===== config.mk =====
export PLATFORM = sky130hd
export DESIGN_NAME = rv_ex_slice
export DESIGN_NICKNAME = d
export VERILOG_FILES = /design/src/hdl/rv_isa_pkg.sv /design/src/hdl/rv_pipe_pkg.sv /design/src/hdl/rv_ex_slice.sv /design/src/hdl/rv_exec.sv /design/src/hdl/rv_id_ex.sv /design/src/hdl/rv_regfile.sv /design/src/hdl/rv_decoder.sv
export SDC_FILE = /design/constraint.sdc
export NUM_CORES = 2
export LEC_CHECK = 0
export ABC_CLOCK_PERIOD_IN_PS = 15290
export BUFFER_PORTS_ARGS = -buffer_cell sky130_fd_sc_hd__buf_2
export CORE_MARGIN = 1.5
export CORE_UTILIZATION = 45
export CTS_CLUSTER_DIAMETER = 80
export DETAILED_ROUTE_END_ITERATION = 8
export PLACE_DENSITY = 0.6
export SLEW_MARGIN = 0
export SYNTH_ARGS = -nofsm -noshare
export SYNTH_HDL_FRONTEND = slang
export SYNTH_SLANG_ARGS = --single-unit

===== constraint.sdc =====
create_clock -name clk_i -period 15.29 [get_ports clk_i]
set_clock_uncertainty 0.2 [all_clocks]
set_input_delay 1.529 -clock clk_i [delete_from_list [all_inputs] [get_ports clk_i]]
set_output_delay 1.529 -clock clk_i [all_outputs]
set_load 0.005 [all_outputs]

===== src/hdl/rv_isa_pkg.sv =====
package rv_isa_pkg;

    // datapath widths
    localparam int InstBus     = 32;  // instruction word
    localparam int RegBus      = 32;  // register data
    localparam int InstAddrBus = 32;  // instruction address
    localparam int RegAddrBus  = 5;   // register index

    // major opcodes of the supported subset
    typedef enum logic [6:0] {
        OPC_OP     = 7'b0110011,  // reg-reg alu
        OPC_OP_IMM = 7'b0010011,  // reg-imm alu
        OPC_LUI    = 7'b0110111,
        OPC_AUIPC  = 7'b0010111,
        OPC_JAL    = 7'b1101111,
        OPC_JALR   = 7'b1100111,
        OPC_BRANCH = 7'b1100011
    } opcode_e;

    // operation carried out in the execute stage
    typedef enum logic [3:0] {
        ALU_ADD,
        ALU_SUB,
        ALU_AND,
        ALU_OR,
        ALU_XOR,
        ALU_SLL,
        ALU_SRL,
        ALU_SRA,
        ALU_SLT,
        ALU_SLTU,
        ALU_PASS_B  // lui
    } alu_op_e;

    // branch condition, judged on the two register values
    typedef enum logic [2:0] {
        BR_NONE,
        BR_EQ,
        BR_NE,
        BR_LT,
        BR_GE,
        BR_LTU,
        BR_GEU,
        BR_ALWAYS  // jal and jalr
    } br_op_e;

    // addi x0, x0, 0
    localparam logic [InstBus-1:0] INST_NOP = 32'h0000_0013;

endpackage

===== src/hdl/rv_pipe_pkg.sv =====
package rv_pipe_pkg;
    import rv_isa_pkg::*;

    // pipeline control from execute back to the stage register
    typedef enum logic [1:0] {
        Pipe_None  = 2'b00,
        Pipe_Hold  = 2'b01,  // stalled, keep contents
        Pipe_Clear = 2'b10   // flush after a taken transfer
    } hold_flag_e;

    // contents of the ID/EX stage register
    typedef struct packed {
        logic [InstAddrBus-1:0] inst_addr;
        logic [InstAddrBus-1:0] inst_addr_next;  // link value for jal/jalr
        logic [RegBus-1:0]      op1;
        logic [RegBus-1:0]      op2;
        logic [RegBus-1:0]      reg1_rdata;      // raw values for branch compare
        logic [RegBus-1:0]      reg2_rdata;
        logic                   reg_we;
        logic [RegAddrBus-1:0]  reg_waddr;
        alu_op_e                alu_op;
        br_op_e                 br_op;
        logic                   jump_base_sel;   // 0 pc, 1 reg1
        logic [RegBus-1:0]      imm;
    } id_ex_t;

    // register file write port
    typedef struct packed {
        logic                  we;
        logic [RegAddrBus-1:0] waddr;
        logic [RegBus-1:0]     wdata;
    } wb_t;

    // empty stage, the decoded form of INST_NOP at address zero
    localparam id_ex_t ID_EX_NOP = '{
        inst_addr:      '0,
        inst_addr_next: '0,
        op1:            '0,
        op2:            '0,
        reg1_rdata:     '0,
        reg2_rdata:     '0,
        reg_we:         1'b0,
        reg_waddr:      '0,
        alu_op:         ALU_ADD,
        br_op:          BR_NONE,
        jump_base_sel:  1'b0,
        imm:            '0
    };

endpackage


===== src/hdl/rv_ex_slice.sv =====
module rv_ex_slice
    import rv_isa_pkg::*;
    import rv_pipe_pkg::*;
#(
    parameter int NumRegs = 32
) (
    input  logic                   clk_i,
    input  logic                   arst_n_i,
    input  logic [InstBus-1:0]     inst_i,
    input  logic [InstAddrBus-1:0] inst_addr_i,
    input  logic                   valid_i,
    input  logic                   stall_i,
    output logic                   ready_o,
    output logic                   wb_we_o,
    output logic [RegAddrBus-1:0]  wb_waddr_o,
    output logic [RegBus-1:0]      wb_wdata_o,
    output logic                   jump_o,
    output logic [InstAddrBus-1:0] jump_addr_o
);

    logic [RegAddrBus-1:0] reg1_raddr;
    logic [RegAddrBus-1:0] reg2_raddr;
    logic [RegBus-1:0]     reg1_rdata;
    logic [RegBus-1:0]     reg2_rdata;
    id_ex_t                id_ex_d;      // decoder to stage register
    id_ex_t                id_ex_q;      // stage register to execute
    wb_t                   wb;
    hold_flag_e            hold_flag;
    logic                  ready_ex;

    rv_decoder #(
        .NumRegs(NumRegs)
    ) i_rv_decoder (
        .inst_i,
        .inst_addr_i,
        .reg1_rdata_i(reg1_rdata),
        .reg2_rdata_i(reg2_rdata),
        .reg1_raddr_o(reg1_raddr),
        .reg2_raddr_o(reg2_raddr),
        .id_ex_o     (id_ex_d)
    );

    rv_regfile #(
        .NumRegs(NumRegs)
    ) i_rv_regfile (
        .clk_i,
        .arst_n_i,
        .reg1_raddr_i(reg1_raddr),
        .reg2_raddr_i(reg2_raddr),
        .wb_i        (wb),
        .reg1_rdata_o(reg1_rdata),
        .reg2_rdata_o(reg2_rdata)
    );

    rv_id_ex i_rv_id_ex (
        .clk_i,
        .arst_n_i,
        .ready_ex_i   (ready_ex),
        .valid_if_id_i(valid_i),
        .id_ex_i      (id_ex_d),
        .hold_flag_i  (hold_flag),
        .id_ex_o      (id_ex_q),
        .ready_id_ex_o(ready_o)
    );

    rv_exec i_rv_exec (
        .id_ex_i    (id_ex_q),
        .stall_i,
        .wb_o       (wb),
        .jump_o,
        .jump_addr_o,
        .hold_flag_o(hold_flag),
        .ready_ex_o (ready_ex)
    );

    assign wb_we_o    = wb.we;
    assign wb_waddr_o = wb.waddr;
    assign wb_wdata_o = wb.wdata;

endmodule


===== src/hdl/rv_exec.sv =====
module rv_exec
    import rv_isa_pkg::*;
    import rv_pipe_pkg::*;
(
    input  id_ex_t                 id_ex_i,
    input  logic                   stall_i,
    output wb_t                    wb_o,
    output logic                   jump_o,
    output logic [InstAddrBus-1:0] jump_addr_o,
    output hold_flag_e             hold_flag_o,
    output logic                   ready_ex_o
);

    logic [RegBus-1:0]      alu_res;
    logic [4:0]             shamt;
    logic                   taken;
    logic [InstAddrBus-1:0] jump_base;
    logic [InstAddrBus-1:0] jump_sum;

    assign shamt = id_ex_i.op2[4:0];

    always_comb begin
        case (id_ex_i.alu_op)
            ALU_SUB:    alu_res = id_ex_i.op1 - id_ex_i.op2;
            ALU_AND:    alu_res = id_ex_i.op1 & id_ex_i.op2;
            ALU_OR:     alu_res = id_ex_i.op1 | id_ex_i.op2;
            ALU_XOR:    alu_res = id_ex_i.op1 ^ id_ex_i.op2;
            ALU_SLL:    alu_res = id_ex_i.op1 << shamt;
            ALU_SRL:    alu_res = id_ex_i.op1 >> shamt;
            ALU_SRA:    alu_res = $unsigned($signed(id_ex_i.op1) >>> shamt);
            ALU_SLT:    alu_res = {31'b0, $signed(id_ex_i.op1) < $signed(id_ex_i.op2)};
            ALU_SLTU:   alu_res = {31'b0, id_ex_i.op1 < id_ex_i.op2};
            ALU_PASS_B: alu_res = id_ex_i.op2;
            default:    alu_res = id_ex_i.op1 + id_ex_i.op2;  // add, auipc
        endcase
    end

    // branch decision on the raw register values
    always_comb begin
        case (id_ex_i.br_op)
            BR_EQ:     taken = id_ex_i.reg1_rdata == id_ex_i.reg2_rdata;
            BR_NE:     taken = id_ex_i.reg1_rdata != id_ex_i.reg2_rdata;
            BR_LT:     taken = $signed(id_ex_i.reg1_rdata) < $signed(id_ex_i.reg2_rdata);
            BR_GE:     taken = $signed(id_ex_i.reg1_rdata) >= $signed(id_ex_i.reg2_rdata);
            BR_LTU:    taken = id_ex_i.reg1_rdata < id_ex_i.reg2_rdata;
            BR_GEU:    taken = id_ex_i.reg1_rdata >= id_ex_i.reg2_rdata;
            BR_ALWAYS: taken = 1'b1;
            default:   taken = 1'b0;
        endcase
    end

    assign jump_base   = id_ex_i.jump_base_sel ? id_ex_i.reg1_rdata : id_ex_i.inst_addr;
    assign jump_sum    = jump_base + id_ex_i.imm;
    assign jump_addr_o = jump_sum & {{(InstAddrBus - 1){1'b1}}, ~id_ex_i.jump_base_sel};

    assign ready_ex_o = ~stall_i;
    assign jump_o     = taken && ready_ex_o;  // redirect once the stage retires

    always_comb begin
        if (jump_o) begin
            hold_flag_o = Pipe_Clear;
        end else if (stall_i) begin
            hold_flag_o = Pipe_Hold;
        end else begin
            hold_flag_o = Pipe_None;
        end
    end

    assign wb_o.we    = id_ex_i.reg_we && ready_ex_o && (id_ex_i.reg_waddr != '0);
    assign wb_o.waddr = id_ex_i.reg_waddr;
    assign wb_o.wdata = (id_ex_i.br_op == BR_ALWAYS) ? id_ex_i.inst_addr_next : alu_res;

endmodule


===== src/hdl/rv_id_ex.sv =====
module rv_id_ex
    import rv_pipe_pkg::*;
(
    input  logic       clk_i,
    input  logic       arst_n_i,
    input  logic       ready_ex_i,
    input  logic       valid_if_id_i,
    input  id_ex_t     id_ex_i,
    input  hold_flag_e hold_flag_i,
    output id_ex_t     id_ex_o,
    output logic       ready_id_ex_o
);

    logic   en;
    logic   clear;
    id_ex_t id_ex_q;

    // flush on a taken transfer, or drain when nothing valid arrives
    assign clear = (hold_flag_i == Pipe_Clear) || (ready_ex_i && !valid_if_id_i);
    assign en    = ready_ex_i && valid_if_id_i;

    assign ready_id_ex_o = ready_ex_i;  // no buffering here

    always_ff @(posedge clk_i or negedge arst_n_i) begin
        if (!arst_n_i) begin
            id_ex_q <= ID_EX_NOP;
        end else if (clear) begin
            id_ex_q <= ID_EX_NOP;  // clear wins over load
        end else if (en) begin
            id_ex_q <= id_ex_i;
        end
    end

    assign id_ex_o = id_ex_q;

    // execute never flushes while it holds the stage
    a_hold_stable: assert property (@(posedge clk_i) disable iff (!arst_n_i)
        !ready_ex_i |=> $stable(id_ex_o))
        else $error("stage contents changed while execute was not ready");

endmodule


===== src/hdl/rv_regfile.sv =====
module rv_regfile
    import rv_isa_pkg::*;
    import rv_pipe_pkg::*;
#(
    parameter int NumRegs = 32
) (
    input  logic                  clk_i,
    input  logic                  arst_n_i,
    input  logic [RegAddrBus-1:0] reg1_raddr_i,
    input  logic [RegAddrBus-1:0] reg2_raddr_i,
    input  wb_t                   wb_i,
    output logic [RegBus-1:0]     reg1_rdata_o,
    output logic [RegBus-1:0]     reg2_rdata_o
);

    localparam int IdxW = $clog2(NumRegs);

    logic [RegBus-1:0] regs [NumRegs];

    always_ff @(posedge clk_i) begin
        if (wb_i.we && wb_i.waddr != '0) begin
            regs[wb_i.waddr[IdxW-1:0]] <= wb_i.wdata;
        end
    end

    // x0 reads zero, a same-cycle write is passed straight through
    function automatic logic [RegBus-1:0] read_port(logic [RegAddrBus-1:0] raddr);
        logic [RegBus-1:0] rdata;
        if (raddr == '0) begin
            rdata = '0;
        end else if (wb_i.we && wb_i.waddr == raddr) begin
            rdata = wb_i.wdata;  // bypass
        end else begin
            rdata = regs[raddr[IdxW-1:0]];
        end
        return rdata;
    endfunction

    always_comb begin
        reg1_rdata_o = read_port(reg1_raddr_i);
        reg2_rdata_o = read_port(reg2_raddr_i);
    end

    // decoder must keep indices inside the implemented set
    a_waddr_in_range: assert property (@(posedge clk_i) disable iff (!arst_n_i)
        wb_i.we |-> 32'(wb_i.waddr) < NumRegs)
        else $error("write index %0d beyond %0d registers", wb_i.waddr, NumRegs);

endmodule


===== src/hdl/rv_decoder.sv =====
module rv_decoder
    import rv_isa_pkg::*;
    import rv_pipe_pkg::*;
#(
    parameter int NumRegs = 32
) (
    input  logic [InstBus-1:0]     inst_i,
    input  logic [InstAddrBus-1:0] inst_addr_i,
    input  logic [RegBus-1:0]      reg1_rdata_i,
    input  logic [RegBus-1:0]      reg2_rdata_i,
    output logic [RegAddrBus-1:0]  reg1_raddr_o,
    output logic [RegAddrBus-1:0]  reg2_raddr_o,
    output id_ex_t                 id_ex_o
);

    // keeps indices inside the implemented register set
    localparam logic [RegAddrBus-1:0] IdxMask = RegAddrBus'(NumRegs - 1);

    opcode_e               opcode;
    logic [2:0]            funct3;
    logic [6:0]            funct7;
    logic [RegAddrBus-1:0] rd;
    logic [RegBus-1:0]     imm_i;
    logic [RegBus-1:0]     imm_u;
    logic [RegBus-1:0]     imm_j;
    logic [RegBus-1:0]     imm_b;

    assign opcode = opcode_e'(inst_i[6:0]);
    assign funct3 = inst_i[14:12];
    assign funct7 = inst_i[31:25];
    assign rd     = inst_i[11:7] & IdxMask;

    assign reg1_raddr_o = inst_i[19:15] & IdxMask;
    assign reg2_raddr_o = inst_i[24:20] & IdxMask;

    assign imm_i = {{20{inst_i[31]}}, inst_i[31:20]};
    assign imm_u = {inst_i[31:12], 12'b0};
    assign imm_j = {{12{inst_i[31]}}, inst_i[19:12], inst_i[20], inst_i[30:21], 1'b0};
    assign imm_b = {{20{inst_i[31]}}, inst_i[7], inst_i[30:25], inst_i[11:8], 1'b0};

    // funct3 to alu op, alt picks sub/sra
    function automatic alu_op_e alu_decode(logic [2:0] f3, logic alt, logic is_reg);
        alu_op_e op;
        case (f3)
            3'b000:  op = (alt && is_reg) ? ALU_SUB : ALU_ADD;  // no subi
            3'b001:  op = ALU_SLL;
            3'b010:  op = ALU_SLT;
            3'b011:  op = ALU_SLTU;
            3'b100:  op = ALU_XOR;
            3'b101:  op = alt ? ALU_SRA : ALU_SRL;
            3'b110:  op = ALU_OR;
            default: op = ALU_AND;
        endcase
        return op;
    endfunction

    always_comb begin
        id_ex_o                = ID_EX_NOP;
        id_ex_o.inst_addr      = inst_addr_i;
        id_ex_o.inst_addr_next = inst_addr_i + 32'd4;
        id_ex_o.reg1_rdata     = reg1_rdata_i;
        id_ex_o.reg2_rdata     = reg2_rdata_i;
        id_ex_o.reg_waddr      = rd;
        case (opcode)
            OPC_OP: begin
                id_ex_o.reg_we = 1'b1;
                id_ex_o.op1    = reg1_rdata_i;
                id_ex_o.op2    = reg2_rdata_i;
                id_ex_o.alu_op = alu_decode(funct3, funct7[5], 1'b1);
            end
            OPC_OP_IMM: begin
                id_ex_o.reg_we = 1'b1;
                id_ex_o.op1    = reg1_rdata_i;
                id_ex_o.op2    = imm_i;
                id_ex_o.imm    = imm_i;
                id_ex_o.alu_op = alu_decode(funct3, funct7[5], 1'b0);
            end
            OPC_LUI: begin
                id_ex_o.reg_we = 1'b1;
                id_ex_o.op2    = imm_u;
                id_ex_o.imm    = imm_u;
                id_ex_o.alu_op = ALU_PASS_B;
            end
            OPC_AUIPC: begin
                id_ex_o.reg_we = 1'b1;
                id_ex_o.op1    = inst_addr_i;
                id_ex_o.op2    = imm_u;
                id_ex_o.imm    = imm_u;
            end
            OPC_JAL: begin
                id_ex_o.reg_we = 1'b1;
                id_ex_o.br_op  = BR_ALWAYS;
                id_ex_o.imm    = imm_j;
            end
            OPC_JALR: begin
                id_ex_o.reg_we        = 1'b1;
                id_ex_o.br_op         = BR_ALWAYS;
                id_ex_o.imm           = imm_i;
                id_ex_o.jump_base_sel = 1'b1;  // target from rs1
            end
            OPC_BRANCH: begin
                id_ex_o.imm = imm_b;
                case (funct3)
                    3'b000:  id_ex_o.br_op = BR_EQ;
                    3'b001:  id_ex_o.br_op = BR_NE;
                    3'b100:  id_ex_o.br_op = BR_LT;
                    3'b101:  id_ex_o.br_op = BR_GE;
                    3'b110:  id_ex_o.br_op = BR_LTU;
                    3'b111:  id_ex_o.br_op = BR_GEU;
                    default: id_ex_o.br_op = BR_NONE;
                endcase
            end
            default: begin
                id_ex_o.reg_waddr = '0;  // unknown opcode runs as nop
            end
        endcase
    end

endmodule


# [After elaboration in Yosys (flattened, before gate mapping)]
# Memories as Yosys holds them, arrays and structs flattened.
# Index checks and enable logic that the tools add are counted.
# Widths: inputs -> output; s select.
[word_totals] ff_bits=238 mem_count=1 out_inout_bits=72 in_bits=68 mem_bits_rw=1024 rom_bits=0 elab_cells=116 latchBits=0
[memory_table] memory="i_rv_regfile.regs" words=32 width=32 rd=2 rd_ports_with_merged_regs=0 wr=1 line="rv_regfile.sv:18" rtl="logic [RegBus-1:0] regs [NumRegs];"
[op_classes] shift=3 bitwise=6 muxes=27 reduce_logical=21 n_addsub=4 order_cmp=6 div_mod_pow=0 n_eq_ne=36 multipliers=0
[ops] cell="$mux 238" n=2
[ops] cell="$pmux 32 s10" n=1
[ops] cell="$mux 32" n=6
[ops] cell="$lt 32x32->1" n=4
[ops] cell="$pmux 32 s4" n=1
[ops] cell="$pmux 32 s3" n=1
[ops] cell="$add 32x32->32" n=2
[ops] cell="$and 32x32->32" n=2
[ops] cell="$ge 32x32->1" n=2
[ops] cell="$pmux 32 s2" n=1
[ops] cell="$pmux 4 s7" n=2
[ops] cell="$add 32x3->32 const B" n=1
[ops] cell="$eq 32x32->1" n=1
[ops] cell="$ne 32x32->1" n=1
[ops] cell="$or 32x32->32" n=1
[ops] cell="$shl 32x5->32" n=1
[ops] cell="$shr 32x5->32" n=1
[ops] cell="$sshr 32x5->32" n=1
[ops] cell="$sub 32x32->32" n=1
[ops] cell="$xor 32x32->32" n=1
[ops] cell="$eq 3x3->1 const B" n=8
[ops] cell="$eq 7x7->1 const B" n=3
[ops] cell="$pmux 3 s6" n=1
[ops] cell="$eq 4x3->1 const B" n=4
[ops] cell="26 further kinds" n=54

# [Depth between registers and ports, before layout]
[logic_depth] depth_word=9 depth_mapped=17 depth_no_buf=14

# [Modules after synthesis]
# A second synthesis with hierarchy kept.
[unflattened] cells_unflattened=5696 hier_area_um2=73455.4
[modules_own_cells] mod="rv_regfile" cells_per_inst=2520 n_inst=1 seq_area_each_um2=30749.5 area_per_inst_um2=47869.7
[modules_own_cells] mod="rv_exec" cells_per_inst=1726 n_inst=1 seq_area_each_um2=0.0 area_per_inst_um2=11713.7
[modules_own_cells] mod="rv_id_ex" cells_per_inst=1060 n_inst=1 seq_area_each_um2=5955.7 area_per_inst_um2=11157.0
[modules_own_cells] mod="rv_decoder" cells_per_inst=390 n_inst=1 seq_area_each_um2=0.0 area_per_inst_um2=2715.1

# [Worst setup path after synthesis]
# OpenSTA, ideal clock, no wires.
[synth_timing] kind="flip-flop to output port" from="reg, netlist name i_rv_id_ex.id_ex_o[111]" to="out wb_wdata_o[23]" path_slack_ns=8.301 t_arrival_ns=5.260 required_time_ns=13.561 path_stages_with_launch=15 n_path_buf=4 cell_sequence="dfrtp_1 > buf_2 > inv_2 > buf_2 > buf_2 > buf_1 > ha_1 > nor3_1 > o31ai_1 > a211oi_1 > o211ai_1 > a311oi_1 > nor4_1 > a311o_1 > o31ai_1"
[synth_via] elab_chain_len=3 word_cells_on_any_way=7
[synth_rtl] element="$add 32x32->32, or another cell as far along" line="rv_exec.sv:34" rtl="default: alu_res = id_ex_i.op1 + id_ex_i.op2;"
[synth_rtl] element="$pmux 32 s10 (*)" line="rv_exec.sv:23" rtl="case (id_ex_i.alu_op)"
[synth_rtl] element="$mux 32 (*)" line="rv_exec.sv:71" rtl="assign wb_o.wdata = (id_ex_i.br_op == BR_ALWAYS) ? id_ex_i.inst_addr_next : alu_res;"
[synth_rtl] element="end, declared" line="rv_ex_slice.sv:16" rtl="output logic [RegBus-1:0] wb_wdata_o,"
# Every way passes the cells marked *; elsewhere a longest branch is shown, timed or not.

# [Worst setup path after layout]
[layout_timing] from="reg, netlist name i_rv_id_ex.id_ex_o[110]" to="out wb_wdata_o[20]"
[layout_via] elab_chain_len=3 word_cells_on_any_way=7
[layout_rtl] element="$add 32x32->32, or another cell as far along" line="rv_exec.sv:34"
[layout_rtl] element="$pmux 32 s10 (*)" line="rv_exec.sv:23"
[layout_rtl] element="$mux 32 (*)" line="rv_exec.sv:71"
# Marks and branches as above.

==> flow_summary.json <==
{
  "status": "complete, no violations",
  "hold_viol_final": 0,
  "yosysSeqAreaShare": 0.517,
  "clock_path_buffers": 3,
  "ctsResizeCount": 0,
  "dieHeight_um": 400,
  "overflow": 0,
  "fin_crit_ns": 7.88,
  "clock-sinks": 1260,
  "critPathBufInv": 3,
  "numCtsBuffers": 139,
  "io_pins": 140,
  "cp.required_ns": 13.56,
  "holdCritPathClass": "flip-flop to flip-flop",
  "dp.final_hpwl_mm": 174,
  "postCtsSetupRepairBufs": 0,
  "critPathMaxFanout": 59,
  "cts_root_buf": "clkbuf_16",
  "synth_area_mm2": 0.0709,
  "area_delta_synth_final_pct": 11.5,
  "dieWidth_um": 400,
  "core_area_mm2": 0.156,
  "synth_edf_count": 1024,
  "cts_tree": "yes",
  "fmax_mhz": 127,
  "vias_per_cell": 6.95,
  "syn_avg_cell_area_um2": 14.5,
  "setup-tns-final_ns": 0,
  "num_rows": 145,
  "drcViolationCount": 0,
  "crit_path_top_delay_cell": "dfrtp_4",
  "ys_ff_latch": 1260,
  "path_cells": "buf_4 -> mux4_2 -> a221o_1 -> o211ai_1 -> a21oi_1 -> a211oi_1 -> o211ai_1 -> a41oi_1 -> inv_1 -> buf_2",
  "leakage_nw": 27.8,
  "clk_latency_ns": 0.81,
  "wl_per_cell_um": 37.7,
  "synth_warnings": 0,
  "end_kind": "output port",
  "cpMostUsedCell": "o211ai_1",
  "grt_max_degree": 99,
  "grt_pass1_vias": 48600,
  "drt_iter0_drc": 6533,
  "synth_ff_type": "edfxtp_1",
  "max_stage_delay_ns": 1.03,
  "routabilityCongestion": 1.04,
  "min_period_over_period": 0.516,
  "worst_hold_slack_ns": 0.282,
  "path_class": "flip-flop to output port",
  "maxCapViolCount": 0,
  "max_slew_margin": 0.0542,
  "antenna_found_initial": 13,
  "vias": 49700,
  "rsz0062_at_grt": "false",
  "cp.arrival_ns": 6.15,
  "min_from": "i_rv_id_ex.id_ex_o[45]",
  "totalWireLength_mm": 270,
  "grt_pass1_wl_mm": 377,
  "portBuffers": 139,
  "antenna_left": 0,
  "stdcell_count": 7148,
  "num-nets-final": 5205,
  "postSynth.asyncResetShare": 0.187,
  "critPathLaunch": "i_rv_id_ex.id_ex_o[110]",
  "hold_buffers": 0,
  "critPathLaunchType": "flip-flop",
  "fillers": 13200,
  "cts.clk_slew.worst_paths_ns": 0.06,
  "dr.pass1.iters": 8,
  "synth_cell_types": 102,
  "worst_pin_slew_ns": 1.41,
  "cpLargestDelayFamily": "compound AO/OA/AOI/OAI gates",
  "start_util": 0.453,
  "setup_violations": 0,
  "r2r-start": "i_rv_id_ex.id_ex_o[110]",
  "synthCells": 4888,
  "die_area_mm2": 0.160,
  "peakVddDrop_mv": 0.110,
  "drive_above_1_share": 0.272,
  "p_per_area_mw_per_mm2": 100,
  "dp_cells": 6890,
  "ctsHtreeMaxLevel": 4,
  "grt_usage": 0.337,
  "drv_slew": 0
}
[state kept, by name, summed over array words and instances (netlist names)]
| signal | flops |
|---|---|
| i_rv_regfile.regs | 1024 |
| i_rv_id_ex.id_ex_o | 236 |
[synthesized netlist by cell type, types with 48 or more instances]
library cell / n / share of area
buf_2: 72 / 0.0051
o21ai_0: 222 / 0.016
clkbuf_1: 240 / 0.013
a21oi_1: 204 / 0.014
nand2_1: 319 / 0.017
ha_1: 161 / 0.028
buf_1: 63 / 0.0033
mux4_2: 694 / 0.22
dfrtp_1: 236 / 0.083
mux2i_1: 105 / 0.015
mux2_2: 66 / 0.010
edfxtp_1: 1024 / 0.43
a22o_1: 72 / 0.0089
nand3_1: 66 / 0.0047
inv_1: 158 / 0.0084
a22oi_1: 48 / 0.0051
xnor2_1: 63 / 0.0078
nor3_1: 51 / 0.0036
nor2_1: 264 / 0.014
o22ai_1: 54 / 0.0048
[stage by stage]
step,area [um^2],setup slack [ns],power (mW),util
final,79100,7.41,7.95,0.506
after global routing,79100,7.13,8.16,0.506
after CTS,79100,7.41,7.97,0.506
after detailed placement,74500,8.21,4.60,0.476
after global placement,74500,8.26,4.59,0.476
after floorplan,71000,8.30,4.29,-
[layout make-up]
cell class / instances / area (um^2) / share of cell area
Antenna cell: 5 / 12.5 / 0.000158
Timing Repair Buffer: 314 / 2110 / 0.0266
Sequential cell: 1260 / 36700 / 0.464
Clock inverter: 78 / 943 / 0.0119
Tap cell: 2058 / 2570 / 0.0326
Multi-Input combinational cell: 3095 / 32500 / 0.411
Inverter: 163 / 617 / 0.00780
Clock buffer: 175 / 3670 / 0.0465
[path summary, 6_finish.rpt]
kind                                           end  slack [ns]  cells past startpoint
setup / recovery                    wb_wdata_o[20]        7.41                     10
hold / removal              i_rv_id_ex.id_ex_o[45]        0.28                      2
setup reg to reg           i_rv_id_ex.id_ex_o[162]        8.66                     11
hold reg to reg             i_rv_id_ex.id_ex_o[45]        0.28                      2
max in group asynchronous   i_rv_id_ex.id_ex_o[38]       12.34                      3
min in group asynchronous  i_rv_id_ex.id_ex_o[112]        0.55                      1
[cells by family after synthesis]
| kind of cell | synth area share |
|---|---|
| simple gates | 0.0597 |
| flops | 0.517 |
| other cells | 0.0000529 |
| compound gates | 0.0958 |
| fa+ha+maj | 0.0294 |
| mux | 0.253 |
| buf+inv | 0.0332 |
| xor+xnor | 0.0117 |
[report_power, final]
part,switching (mW),internal [mW],total (mW)
Combinational,0.471,0.304,0.774
Clock,1.47,1.94,3.40
Sequential,0.0412,3.73,3.77
Total,1.98,5.97,7.95
[worst min-delay path: cells and delay by family (launching register included)]
family / cells / cell delay (ns)
flops: 1 / 0.33
compound gates: 1 / 0.07
simple gates: 1 / 0.05
[metal layers]
layer	track usage	up-vias	share of wire	wire length (um)
met5	0	-	0.00036	97
met4	0.175	14	0.061	16500
met3	0.0869	718	0.10	27300
met2	0.511	2933	0.45	122000
met1	0.450	26100	0.38	103000
li1	-	19900	-	-
[placed cells by master, fill, tap and decap left out, types with 64 or more instances in the layout]
master,count
inv_1,157
a21oi_1,201
buf_2,128
mux4_2,694
mux2i_1,105
ha_1,161
a22o_1,72
nor2_1,232
nand3_1,64
nand2_1,319
o21ai_0,211
clkbuf_16,139
dfrtp_1,232
edfxtp_1,1024
buf_4,177
mux2_2,66
(Power assumes the default switching activity.)
